### src/common/albuf_cfg.svh
/*
  Build-time sizes of the instruction alignment buffer.
  The datapath slices fixed 16-bit halfwords, so ALBUF_XLEN must stay 32.
  ALBUF_DEPTH also limits buffered words plus outstanding requests.
*/
`ifndef ALBUF_CFG_SVH
`define ALBUF_CFG_SVH

// Word FIFO entries
`define ALBUF_DEPTH 3
// FIFO pointer and occupancy widths
`define ALBUF_PTR_W ($clog2(`ALBUF_DEPTH))
`define ALBUF_CNT_W (`ALBUF_PTR_W + 1)
// Most requests that may await a response
`define ALBUF_MAX_OUTSTANDING 2
// Address and fetch word width
`define ALBUF_XLEN 32

`endif

### src/common/albuf_pkg.sv
/*
  Types shared by the fetch controller, word FIFO and aligner.
  The fetch word carries one response word plus its bus error flag.
*/
`include "albuf_cfg.svh"

package albuf_pkg;

  // One response word as stored in the FIFO
  typedef struct packed {
    logic                   err;
    logic [`ALBUF_XLEN-1:0] data;
  } fetch_word_t;

  // Length class of the instruction at the current halfword
  // Low two bits of 2'b11 mark a 32-bit encoding
  typedef enum logic {
    INSTR_C16 = 1'b0,
    INSTR_32  = 1'b1
  } instr_len_e;

endpackage

### src/hw/fetch_ctrl/fetch_ctrl.sv
/*
  Issues word fetch requests and forwards responses into the word FIFO.
  Idle after reset until the first branch. Memory must return exactly one
  in-order response per accepted request, at least one cycle later.
*/
`include "albuf_cfg.svh"

module fetch_ctrl import albuf_pkg::*; (
  input  logic                    clk,
  input  logic                    rst_n,
  // Branch
  input  logic                    branch_i,
  input  logic [`ALBUF_XLEN-1:0]  branch_addr_i,
  // Fetch request port
  output logic                    fetch_valid_o,
  input  logic                    fetch_ready_i,
  output logic [`ALBUF_XLEN-1:0]  fetch_addr_o,
  // Response port
  input  logic                    resp_valid_i,
  input  fetch_word_t             resp_word_i,
  // Push into the word FIFO
  output logic                    push_o,
  output fetch_word_t             push_word_o,
  input  logic [`ALBUF_CNT_W-1:0] fifo_count_i
);

  localparam int unsigned CNT_W = `ALBUF_CNT_W;
  localparam int unsigned XLEN  = `ALBUF_XLEN;

  logic             started_q;
  logic [XLEN-1:0]  addr_q;
  logic [CNT_W-1:0] outst_q;
  logic [CNT_W-1:0] outst_d;
  logic [CNT_W-1:0] flush_q;
  logic [CNT_W-1:0] flush_d;
  logic [CNT_W:0]   occupancy;
  logic             req_accept;
  logic             flushing;

  //////////////////////////////////////////////////
  // Request side
  //////////////////////////////////////////////////

  // Words held plus words still on their way
  assign occupancy = {1'b0, fifo_count_i} + {1'b0, outst_q};

  // Request only while every pending response is sure to find a free entry
  assign fetch_valid_o = started_q && !branch_i
                      && (outst_q < `ALBUF_MAX_OUTSTANDING)
                      && (occupancy < `ALBUF_DEPTH);
  assign fetch_addr_o  = addr_q;
  assign req_accept    = fetch_valid_o && fetch_ready_i;

  // Outstanding count tracks accepted requests against responses
  always_comb begin
    outst_d = outst_q;
    if (req_accept && !resp_valid_i) begin
      outst_d = outst_q + CNT_W'(1);
    end else if (!req_accept && resp_valid_i) begin
      outst_d = outst_q - CNT_W'(1);
    end
  end

  //////////////////////////////////////////////////
  // Response side
  //////////////////////////////////////////////////

  // Responses already requested before a branch belong to the old stream
  assign flushing = (flush_q != '0);

  always_comb begin
    flush_d = flush_q;
    if (branch_i) begin
      // A response in the branch cycle is dropped here and not counted
      flush_d = resp_valid_i ? (outst_q - CNT_W'(1)) : outst_q;
    end else if (resp_valid_i && flushing) begin
      flush_d = flush_q - CNT_W'(1);
    end
  end

  assign push_o      = resp_valid_i && !flushing && !branch_i;
  assign push_word_o = resp_word_i;

  always_ff @(posedge clk or negedge rst_n) begin
    if (!rst_n) begin
      started_q <= 1'b0;
      addr_q    <= '0;
      outst_q   <= '0;
      flush_q   <= '0;
    end else begin
      outst_q <= outst_d;
      flush_q <= flush_d;
      if (branch_i) begin
        // First branch doubles as the boot branch
        started_q <= 1'b1;
        addr_q    <= {branch_addr_i[XLEN-1:2], 2'b00};
      end else if (req_accept) begin
        addr_q <= addr_q + XLEN'(4);
      end
    end
  end

endmodule

### src/hw/word_fifo/word_fifo.sv
/*
  Circular buffer of fetched words with head and following entry visible.
  Pushing into a full buffer is not guarded. The request policy prevents it.
*/
`include "albuf_cfg.svh"

module word_fifo import albuf_pkg::*; (
  input  logic                    clk,
  input  logic                    rst_n,
  input  logic                    clear_i,
  // Write side
  input  logic                    push_i,
  input  fetch_word_t             push_word_i,
  // Read side
  input  logic                    pop_i,
  output logic                    head_valid_o,
  output fetch_word_t             head_word_o,
  output logic                    next_valid_o,
  output fetch_word_t             next_word_o,
  output logic [`ALBUF_CNT_W-1:0] count_o
);

  localparam int unsigned DEPTH = `ALBUF_DEPTH;
  localparam int unsigned PTR_W = `ALBUF_PTR_W;
  localparam int unsigned CNT_W = `ALBUF_CNT_W;

  fetch_word_t      mem_q [DEPTH];
  logic [DEPTH-1:0] valid_q;
  logic [PTR_W-1:0] wptr_q;
  logic [PTR_W-1:0] rptr_q;
  logic [PTR_W-1:0] rptr_nxt;
  logic [CNT_W-1:0] count_q;

  // Pointer step with wrap at the last entry
  function automatic logic [PTR_W-1:0] ptr_inc(input logic [PTR_W-1:0] ptr);
    ptr_inc = (ptr == PTR_W'(DEPTH - 1)) ? '0 : ptr + PTR_W'(1);
  endfunction

  assign rptr_nxt = ptr_inc(rptr_q);

  // Head and the entry behind it
  assign head_valid_o = valid_q[rptr_q];
  assign head_word_o  = mem_q[rptr_q];
  assign next_valid_o = valid_q[rptr_nxt];
  assign next_word_o  = mem_q[rptr_nxt];
  assign count_o      = count_q;

  //////////////////////////////////////////////////
  // Control state
  //////////////////////////////////////////////////

  always_ff @(posedge clk or negedge rst_n) begin
    if (!rst_n) begin
      valid_q <= '0;
      wptr_q  <= '0;
      rptr_q  <= '0;
      count_q <= '0;
    end else if (clear_i) begin
      // Branch drops every buffered word
      valid_q <= '0;
      wptr_q  <= '0;
      rptr_q  <= '0;
      count_q <= '0;
    end else begin
      if (push_i) begin
        valid_q[wptr_q] <= 1'b1;
        wptr_q          <= ptr_inc(wptr_q);
      end
      // Pop and push never hit the same entry since a full buffer takes no push
      if (pop_i) begin
        valid_q[rptr_q] <= 1'b0;
        rptr_q          <= rptr_nxt;
      end
      if (push_i && !pop_i) begin
        count_q <= count_q + CNT_W'(1);
      end else if (!push_i && pop_i) begin
        count_q <= count_q - CNT_W'(1);
      end
    end
  end

  // Word storage
  always_ff @(posedge clk) begin
    if (push_i && !clear_i) begin
      mem_q[wptr_q] <= push_word_i;
    end
  end

endmodule

### src/hw/instr_aligner/instr_aligner.sv
/*
  Assembles 16-bit and 32-bit instructions from the FIFO head and next word.
  Halfword slicing assumes 32-bit words. Bit 0 of the branch target is ignored.
  A compressed instruction is returned in bits 15:0 only.
*/
`include "albuf_cfg.svh"

module instr_aligner import albuf_pkg::*; (
  input  logic                   clk,
  input  logic                   rst_n,
  // Branch
  input  logic                   branch_i,
  input  logic [`ALBUF_XLEN-1:0] branch_addr_i,
  // FIFO read side
  input  logic                   head_valid_i,
  input  fetch_word_t            head_word_i,
  input  logic                   next_valid_i,
  input  fetch_word_t            next_word_i,
  output logic                   pop_o,
  // Instruction port
  output logic                   instr_valid_o,
  input  logic                   instr_ready_i,
  output logic [`ALBUF_XLEN-1:0] instr_o,
  output logic [`ALBUF_XLEN-1:0] instr_addr_o,
  output logic                   instr_err_o
);

  localparam int unsigned XLEN = `ALBUF_XLEN;

  logic [XLEN-1:0] addr_q;
  logic [15:0]     cur_half;
  instr_len_e      instr_len;
  logic            avail;
  logic            uses_head;
  logic [XLEN-1:0] step;
  logic            emit;

  //////////////////////////////////////////////////
  // Decode at the current halfword
  //////////////////////////////////////////////////

  // Address bit 1 picks the halfword within the head word
  assign cur_half  = addr_q[1] ? head_word_i.data[31:16] : head_word_i.data[15:0];
  assign instr_len = (cur_half[1:0] != 2'b11) ? INSTR_C16 : INSTR_32;

  always_comb begin
    instr_o     = head_word_i.data;
    instr_err_o = head_word_i.err;
    avail       = head_valid_i;
    uses_head   = 1'b1;
    step        = XLEN'(4);
    case ({addr_q[1], instr_len})
      {1'b0, INSTR_C16}: begin
        // Low half only, upper half stays in the head
        uses_head = 1'b0;
        step      = XLEN'(2);
      end
      {1'b0, INSTR_32}: begin
        // Whole head word, defaults apply
      end
      {1'b1, INSTR_C16}: begin
        instr_o = {16'h0000, head_word_i.data[31:16]};
        step    = XLEN'(2);
      end
      default: begin
        // Split across words
        instr_o     = {next_word_i.data[15:0], head_word_i.data[31:16]};
        instr_err_o = head_word_i.err | next_word_i.err;
        avail       = head_valid_i && next_valid_i;
      end
    endcase
  end

  //////////////////////////////////////////////////
  // Handshake and program counter
  //////////////////////////////////////////////////

  // Held off in the branch cycle so nothing of the old stream escapes
  assign instr_valid_o = avail && !branch_i;
  assign instr_addr_o  = addr_q;
  assign emit          = instr_valid_o && instr_ready_i;

  // Pop once the head word is fully consumed
  assign pop_o = emit && uses_head;

  always_ff @(posedge clk or negedge rst_n) begin
    if (!rst_n) begin
      addr_q <= '0;
    end else if (branch_i) begin
      addr_q <= {branch_addr_i[XLEN-1:1], 1'b0};
    end else if (emit) begin
      addr_q <= addr_q + step;
    end
  end

endmodule

### src/hw/alignment_buffer.sv
/*
  Top of the instruction alignment buffer.
  Nothing is fetched until the first branch. The response port has no ready
  since the request policy always leaves room for every response.
*/
`include "albuf_cfg.svh"

module alignment_buffer import albuf_pkg::*; (
  input  logic                   clk,
  input  logic                   rst_n,
  // Branch
  input  logic                   branch_i,
  input  logic [`ALBUF_XLEN-1:0] branch_addr_i,
  // Fetch request port
  output logic                   fetch_valid_o,
  input  logic                   fetch_ready_i,
  output logic [`ALBUF_XLEN-1:0] fetch_addr_o,
  // Response port
  input  logic                   resp_valid_i,
  input  logic [`ALBUF_XLEN-1:0] resp_rdata_i,
  input  logic                   resp_err_i,
  // Instruction port
  output logic                   instr_valid_o,
  input  logic                   instr_ready_i,
  output logic [`ALBUF_XLEN-1:0] instr_o,
  output logic [`ALBUF_XLEN-1:0] instr_addr_o,
  output logic                   instr_err_o
);

  fetch_word_t             resp_word;
  logic                    push;
  fetch_word_t             push_word;
  logic                    pop;
  logic                    head_valid;
  fetch_word_t             head_word;
  logic                    next_valid;
  fetch_word_t             next_word;
  logic [`ALBUF_CNT_W-1:0] fifo_count;

  // Response word with its error flag
  assign resp_word = '{err: resp_err_i, data: resp_rdata_i};

  // Producer
  fetch_ctrl u_fetch_ctrl (
    .clk           (clk),
    .rst_n         (rst_n),
    .branch_i      (branch_i),
    .branch_addr_i (branch_addr_i),
    .fetch_valid_o (fetch_valid_o),
    .fetch_ready_i (fetch_ready_i),
    .fetch_addr_o  (fetch_addr_o),
    .resp_valid_i  (resp_valid_i),
    .resp_word_i   (resp_word),
    .push_o        (push),
    .push_word_o   (push_word),
    .fifo_count_i  (fifo_count)
  );

  // Buffer cleared by the branch
  word_fifo u_word_fifo (
    .clk          (clk),
    .rst_n        (rst_n),
    .clear_i      (branch_i),
    .push_i       (push),
    .push_word_i  (push_word),
    .pop_i        (pop),
    .head_valid_o (head_valid),
    .head_word_o  (head_word),
    .next_valid_o (next_valid),
    .next_word_o  (next_word),
    .count_o      (fifo_count)
  );

  // Consumer
  instr_aligner u_instr_aligner (
    .clk           (clk),
    .rst_n         (rst_n),
    .branch_i      (branch_i),
    .branch_addr_i (branch_addr_i),
    .head_valid_i  (head_valid),
    .head_word_i   (head_word),
    .next_valid_i  (next_valid),
    .next_word_i   (next_word),
    .pop_o         (pop),
    .instr_valid_o (instr_valid_o),
    .instr_ready_i (instr_ready_i),
    .instr_o       (instr_o),
    .instr_addr_o  (instr_addr_o),
    .instr_err_o   (instr_err_o)
  );

endmodule

### config.mk
export PLATFORM = sky130hd
export DESIGN_NAME = alignment_buffer
export DESIGN_NICKNAME = d
export VERILOG_FILES = /design/src/common/albuf_pkg.sv /design/src/hw/fetch_ctrl/fetch_ctrl.sv /design/src/hw/word_fifo/word_fifo.sv /design/src/hw/instr_aligner/instr_aligner.sv /design/src/hw/alignment_buffer.sv
export VERILOG_INCLUDE_DIRS = /design/src /design/src/common
export SDC_FILE = /design/constraint.sdc
export NUM_CORES = 1
export LEC_CHECK = 0
export ABC_AREA = 1
export BUFFER_PORTS_ARGS = -buffer_cell sky130_fd_sc_hd__buf_4
export CAP_MARGIN = 40
export CORE_MARGIN = 2
export CORE_UTILIZATION = 50
export DETAILED_ROUTE_END_ITERATION = 16
export PLACE_DENSITY_LB_ADDON = 0.12
export SYNTH_ARGS = -nofsm -noshare
export SYNTH_HDL_FRONTEND = slang
export SYNTH_SLANG_ARGS = --single-unit
### constraint.sdc
create_clock -name clk -period 7.91 [get_ports clk]
set_input_delay 1.582 -clock clk [delete_from_list [all_inputs] [get_ports clk]]
set_output_delay 1.582 -clock clk [all_outputs]
set_load 0.02 [all_outputs]
; After elaboration in Yosys (flattened, before gate mapping)
; Memory sizes are Yosys's and may differ from the RTL's.
; Cells that the tools add are included.
[word_totals]
reg_bits = 81
ramBits = 99
input_bits = 71
output_inout_bits = 99
elab_cells = 111
mem_count = 1
[classes]
n_addsub = 10
order_cmp = 7
eq_ne = 5
mux = 39
n_bitwise = 4
reduce_logical = 36
[mem_list]
columns = name, depth, word_bits, rd, rd_ports_with_merged_regs, write_ports, line
row1 = u_word_fifo.mem_q, 3, 33, 2, 0, 1, word_fifo.sv:27  ; fetch_word_t mem_q [DEPTH];
[op_table]
columns = cell, n
row1 = 32-bit 2-to-1 mux, 4
row2 = 32-bit one-hot mux with 2 select lines, 1
row3 = 3-bit 2-to-1 mux, 13
row4 = 32-bit by 3-bit adder with 32-bit output, 1
row5 = 32-bit by 3-bit adder with 32-bit output (second input constant), 1
row6 = 1-bit logical AND, 18
row7 = 2-bit 2-to-1 mux, 7
row8 = 2-bit nonzero test, 6
row9 = 1-bit 2-to-1 mux, 10
row10 = 2-bit by 3-bit less-than comparator with 1-bit output (second input constant), 3
row11 = 3-bit by 1-bit subtractor with 3-bit output (second input constant), 3
row12 = 3-bit by 1-bit adder with 3-bit output (second input constant), 2
row13 = 2-bit equality test (second input constant), 3
row14 = 1-bit logical NOT, 6
row15 = 3-bit nonzero test, 2
row16 = 2-bit by 1-bit adder with 2-bit output (second input constant), 2
row17 = 3-bit by 3-bit adder with 4-bit output, 1
row18 = 1-bit binary-select mux with 2-bit select, 2
row19 = 1-bit demux with 2-bit select, 2
row20 = 2-bit by 1-bit greater-or-equal comparator with 1-bit output (second input constant), 2
row21 = 4-bit by 2-bit less-than comparator with 1-bit output (second input constant), 1
row22 = 2-bit OR reduction, 2
row23 = 3-bit AND, 1
row24 = 3-bit by 2-bit less-than comparator with 1-bit output (second input constant), 1
row25 = 7 further kinds, 7

; Depth between registers and ports, before layout
; An unclocked memory read counts as a cell.
[depth]
ltp_word = 14
depth_mapped = 24

; Modules after synthesis
; From an unflattened synthesis, not the netlist that was laid out.
[unflattened]
hier_cells = 1382
area_unflattened_um2 = 10814.1
[modules_own_cells]
columns = mod, instances, cells_each, area_per_inst_um2, seq_area_each_um2
row1 = word_fifo, 1, 420, 4722.0, 3223.1
row2 = fetch_ctrl, 1, 456, 3085.5, 925.9
row3 = instr_aligner, 1, 506, 3006.6, 775.7

; Worst setup path before layout
; OpenSTA, ideal clock, no wires.
[synth_timing]
path_type = input-to-reg
from = input resp_valid_i
to = register u_word_fifo.valid_q[0]
arrival_ps = 4620
required_ps = 7828
path_slack_ps = 3207
stages = 6
path_buffers = 0
cell_sequence = nand3_1 nor2_1 inv_1 nor3_1 inv_1 a21oi_1
[synth_between]
elab_chain_len = 7
[synth_lines]
columns = item, line
row1 = "start, declared", alignment_buffer.sv:19  ; input logic resp_valid_i,
row2 = 1-bit logical AND (*) (2 in series), fetch_ctrl.sv:81  ; assign push_o = resp_valid_i && !flushing && !branch_i;
row3 = 3-bit 2-to-1 mux (*), word_fifo.sv:65  ; if (push_i) begin
row4 = 3-bit 2-to-1 mux (*), word_fifo.sv:58  ; end else if (clear_i) begin
row5 = 3-bit AND (no line), -
row6 = 3-bit 2-to-1 mux (*), word_fifo.sv:70  ; if (pop_i) begin
row7 = 3-bit 2-to-1 mux (*), word_fifo.sv:58
row8 = "end signal, assigned", word_fifo.sv:60  ; valid_q <= '0;
row9 = "end signal, assigned by index", word_fifo.sv:66  ; valid_q[wptr_q] <= 1'b1;
row10 = "end signal, assigned by index", word_fifo.sv:71  ; valid_q[rptr_q] <= 1'b0;
row11 = "end, declared", word_fifo.sv:28  ; logic [DEPTH-1:0] valid_q;
; Every way passes the cells marked *; elsewhere a longest branch is shown, timed or not. The select of a mux whose other input is x is not followed.
; A chain may end at the register's enable or synchronous reset.

; Worst setup path in the final report
[layout_timing]
from = register u_word_fifo.rptr_q[1]
to = output instr_o[27]
[layout_between]
elab_chain_len = 7
word_cells_on_any_way = 12
classes_between = 1 x add/sub / 4 x eq/ne / 4 x mux / 2 x reduce/logical / 1 x memory
[layout_lines]
columns = item, line
row1 = "start, declared", word_fifo.sv:30  ; logic [PTR_W-1:0] rptr_q;
row2 = "start signal, assigned", word_fifo.sv:72  ; rptr_q <= rptr_nxt;
row3 = memory 3 x 33 bit (*), -
row4 = 2-bit 2-to-1 mux, instr_aligner.sv:43  ; assign cur_half = addr_q[1] ? head_word_i.data[31:16] : head_word_i.data[15:0];
row5 = 2-bit != test, instr_aligner.sv:44  ; assign instr_len = (cur_half[1:0] != 2'b11) ? INSTR_C16 : INSTR_32;
row6 = 1-bit 2-to-1 mux, instr_aligner.sv:44
row7 = 2-bit by 1-bit equality test with 1-bit output or 2-bit logical NOT (tied branches), instr_aligner.sv:52  ; case ({addr_q[1], instr_len})
row8 = 2-bit OR reduction (no line), -
row9 = 32-bit one-hot mux with 2 select lines (*), instr_aligner.sv:52
row10 = "end, declared", alignment_buffer.sv:25  ; output logic [`ALBUF_XLEN-1:0] instr_o,
; Every way passes the cells marked *; elsewhere a longest branch is shown, timed or not.

==> metrics.txt <==
Stages on worst setup path 14; Yosys reg bits roughly 180; gr ovfl total 0; CP peak stage delay 0.65 ns; Post-route DRC 0; CP bufs+invs 7; largest net degree at the start of global routing 63; cell taking the most area after synthesis edfxtp_1; Die Wd 141.8 um; startpoint types flop; adder-cell area share of the yosys netlist under 10%; Int Pwr around 1.9 mW; gr usage total a little over a quarter; Worst VDD drop ~0.17 mV; routability cong. approximately 0.96; CP max-delay cell ha_1; clock-pin slew on the worst setup and hold paths 0.07 ns; post-synthesis simple-gate area fraction a little under a quarter; DR WL/cell about 18 um; commonest cells after routing, fill and taps aside nand2_1 (313), buf_4 (172), inv_1 (103); Clock Skews roughly 0.011 ns; most common cell after layout, fill and taps aside nand2_1; R2R depth 21; initial DRC count 668; ys async rst share 44.07%; Hold Crit Endpoint u_fetch_ctrl.started_q$_DFFE_PN0P_; period utilization between 70% and 80%; crit-path cells buf_4, inv_2, nand2_4, inv_2, a21oi_1, a32oi_1, nand2_1, inv_1, ha_1, inv_1, o21ai_2, buf_8, o21ai_0, buf_4; Most used DFF post-synth edfxtp_1; count of pins over their slew limit 0; vias in the first global route between 7000 and 8000; hold path depth 2; worst hold path type reg -> reg; Worst-Margin Slew ~0.86 ns; Initial Utilization between 50% and 60%; Lkg Pwr between 5 and 6 nW; Hold Startpoint u_fetch_ctrl.started_q$_DFFE_PN0P_; xor/xnor share of the synthesized area roughly 4.2%; Comb power frac approximately 29%; R2R Path End u_instr_aligner.instr_addr_o[31]$_DFFE_PN0N_; fin cells around 1500; via count 8286; Clock Tree Buf Depth 2; status finished, final reports clean; CTS H-tree lvls 4; layout cells sized above 1 between 10% and 20%; ranking of synthesized cells by area edfxtp_1 (31%), dfrtp_1 (21%), nand2_1 (12%), inv_1 (4.1%), nand3_1 (3.7%); hold violation count in the final report 0; Netlist Area Pre-Place approximately 0.0095 mm2; crit path time final between 6 and 7 ns; Post-Synthesis Cells roughly 1100; Sw Share between 30% and 40%; HPWL after detailed placement 19010 um; Crit path arrival time approximately 4.4 ns; Port Buffers roughly 170; reg2reg start u_word_fifo.rptr_q[1]$_DFFE_PN0P_; CTS tree done; Via-to-Cell Ratio around 5.6; CTS resizes 0; Max-Cap Viols 0; Final #Nets ~1300; synthesized area per cell roughly 8.8 um2; Pwr Density ~250 mW/mm2; RSZ-0062 raised after global routing no; initial antenna violation count 1; required time of the critical path approximately 6.3 ns; clock root buffer clkbuf_16; DIE AREA approximately 0.02 mm2; Crit Path Max Fanout 53; slew margin rel. between 40% and 50%; FF-to-FF setup slack roughly 3.4 ns; dpl cells approximately 1500; Ports 170; CTS Buf Count 17; CTS Hold Buffers Added 0; area share of the largest cell type after synthesis between 30% and 40%; Post-synth EDFFs between 90 and 100; register area share after synthesis 51.91%; setup TNS 0 ns; wire length of the first global-routing pass 41240 um; core area about 0.019 mm2; CP top delay family buffers and inverters; Synth cell types 41; fmax between 150 and 200 MHz; multiplexer area fraction after synthesis less than 1%; sw power around 1 mW; Compound-Gate Fraction of Synth Area a little under an eighth; Die Ht approximately 140 um; Detailed Routing Iterations Pass 1 6; largest family of logic cells by synthesized area simple AND/OR/NAND/NOR gates; clk sinks 177; Clock Power Share a little under a third; Worst-Skew Late Latency approximately 0.43 ns; setup repair bufs after CTS 0; final setup violation count 0; Setup crit end kind output pin; Post-Route WL between 20000 and 30000 um; synth warn 0; Setup CP Type reg -> out; Layout area overhead 21.98%; WHS 0.4983 ns; row count 50; DRT antenna net count 0; Reg power frac between 40% and 50%
==> power groups by stage <==
stage          logic (mW)  registers, mW  clock network [mW]
3_3_place_gp        0.798           1.17                   0
6_report            0.827           1.15               0.880
2_1_floorplan       0.464           1.19                   0
3_5_place_dp        0.828           1.17                   0
4_1_cts             0.831           1.15               0.892
5_1_grt             0.920           1.16               0.933
==> final cells by class <==
class | count | area (um2)
inverter | 108 | 407.9
tap | 234 | 292.8
multi-input combinational | 762 | 3981
fill | 1645 | 7069
sequential | 177 | 4925
antenna | 1 | 2.502
clock inverter | 14 | 190.2
clock buffer | 18 | 429.2
timing repair buffer | 175 | 1345
==> worst max-delay path by stage <==
stage,startpoint,to,slack [ns]
5_1_grt,u_word_fifo.rptr_q[1]$_DFFE_PN0P_,instr_o[25],1.50
2_1_floorplan,resp_valid_i,u_word_fifo.valid_q[0]$_DFF_PN0_,3.21
6_report,u_word_fifo.rptr_q[1]$_DFFE_PN0P_,instr_o[27],1.91
4_1_cts,u_word_fifo.rptr_q[1]$_DFFE_PN0P_,instr_o[10],1.87
3_3_place_gp,u_word_fifo.rptr_q[1]$_DFFE_PN0P_,instr_o[22],2.33
3_5_place_dp,u_word_fifo.rptr_q[1]$_DFFE_PN0P_,instr_o[9],2.42
==> routing by layer <==
layer | track usage, % | part of all wire [%] | wire length, um
met3 | 5.062 | 7.1 | 1863
met5 | 0 | 0 | 0
met4 | 8.684 | 1.9 | 498
met2 | 41.57 | 47 | 12330
met1 | 37.95 | 44 | 11520
==> per-stage QoR <==
step	power, mW	area [um2]	utilization [%]	setup WS [ns]
floorplan	1.659	9495	-	3.207
global placement	1.965	10900	58.46	2.332
detailed placement	1.996	10950	58.75	2.418
CTS	2.874	11570	62.07	1.871
global route	3.016	11570	62.07	1.503
finish	2.859	11570	62.08	1.908
==> Yosys cell counts, drive strengths merged (15+ instances only) <==
library cell and n:
o21ai 46, edfxtp 99, buf 24, nor3 31
ha 15, o211ai 20, nand3 71, dfrtp 78
nand2 316, o22ai 17, a21oi 38, clkbuf 15
a22o 23, inv 107, nor2 80, xor2 38
==> registers in the layout, indices dropped and copies added, names as in the netlist <==
name,cells
u_word_fifo.valid_q,3
u_instr_aligner.instr_addr_o,31
u_word_fifo.mem_q,99
u_fetch_ctrl.started_q,1
u_fetch_ctrl.outst_q,3
u_fetch_ctrl.flush_q,3
u_word_fifo.rptr_q,2
u_word_fifo.count_o,3
u_word_fifo.wptr_q,2
u_fetch_ctrl.fetch_addr_o,30
==> kinds of logic after synthesis <==
kind of cell | after synthesis
simple gates | 522
flops | 177
compound gates | 173
buf+inv | 147
xor+xnor | 45
fa+ha+maj | 18
other cells | 1
mux | 1
==> worst reg2reg max path, stage by stage (launching register included) <==
cell     delay (ns)
dfrtp_1        0.36
buf_4          0.29
inv_2          0.21
nand2_4        0.10
inv_2          0.63
a21oi_1        0.24
a32oi_1        0.27
nand2_1        0.16
ha_1           0.26
nor2_1         0.17
inv_1          0.07
fa_1           0.44
inv_1          0.10
nand3_1        0.12
nor2_1         0.24
nand2_1        0.13
nor2_1         0.30
nand2_1        0.09
nand2_1        0.06
nand2_1        0.04
nand3_1        0.06
nand3_1        0.07
(Power assumes the default switching activity.)
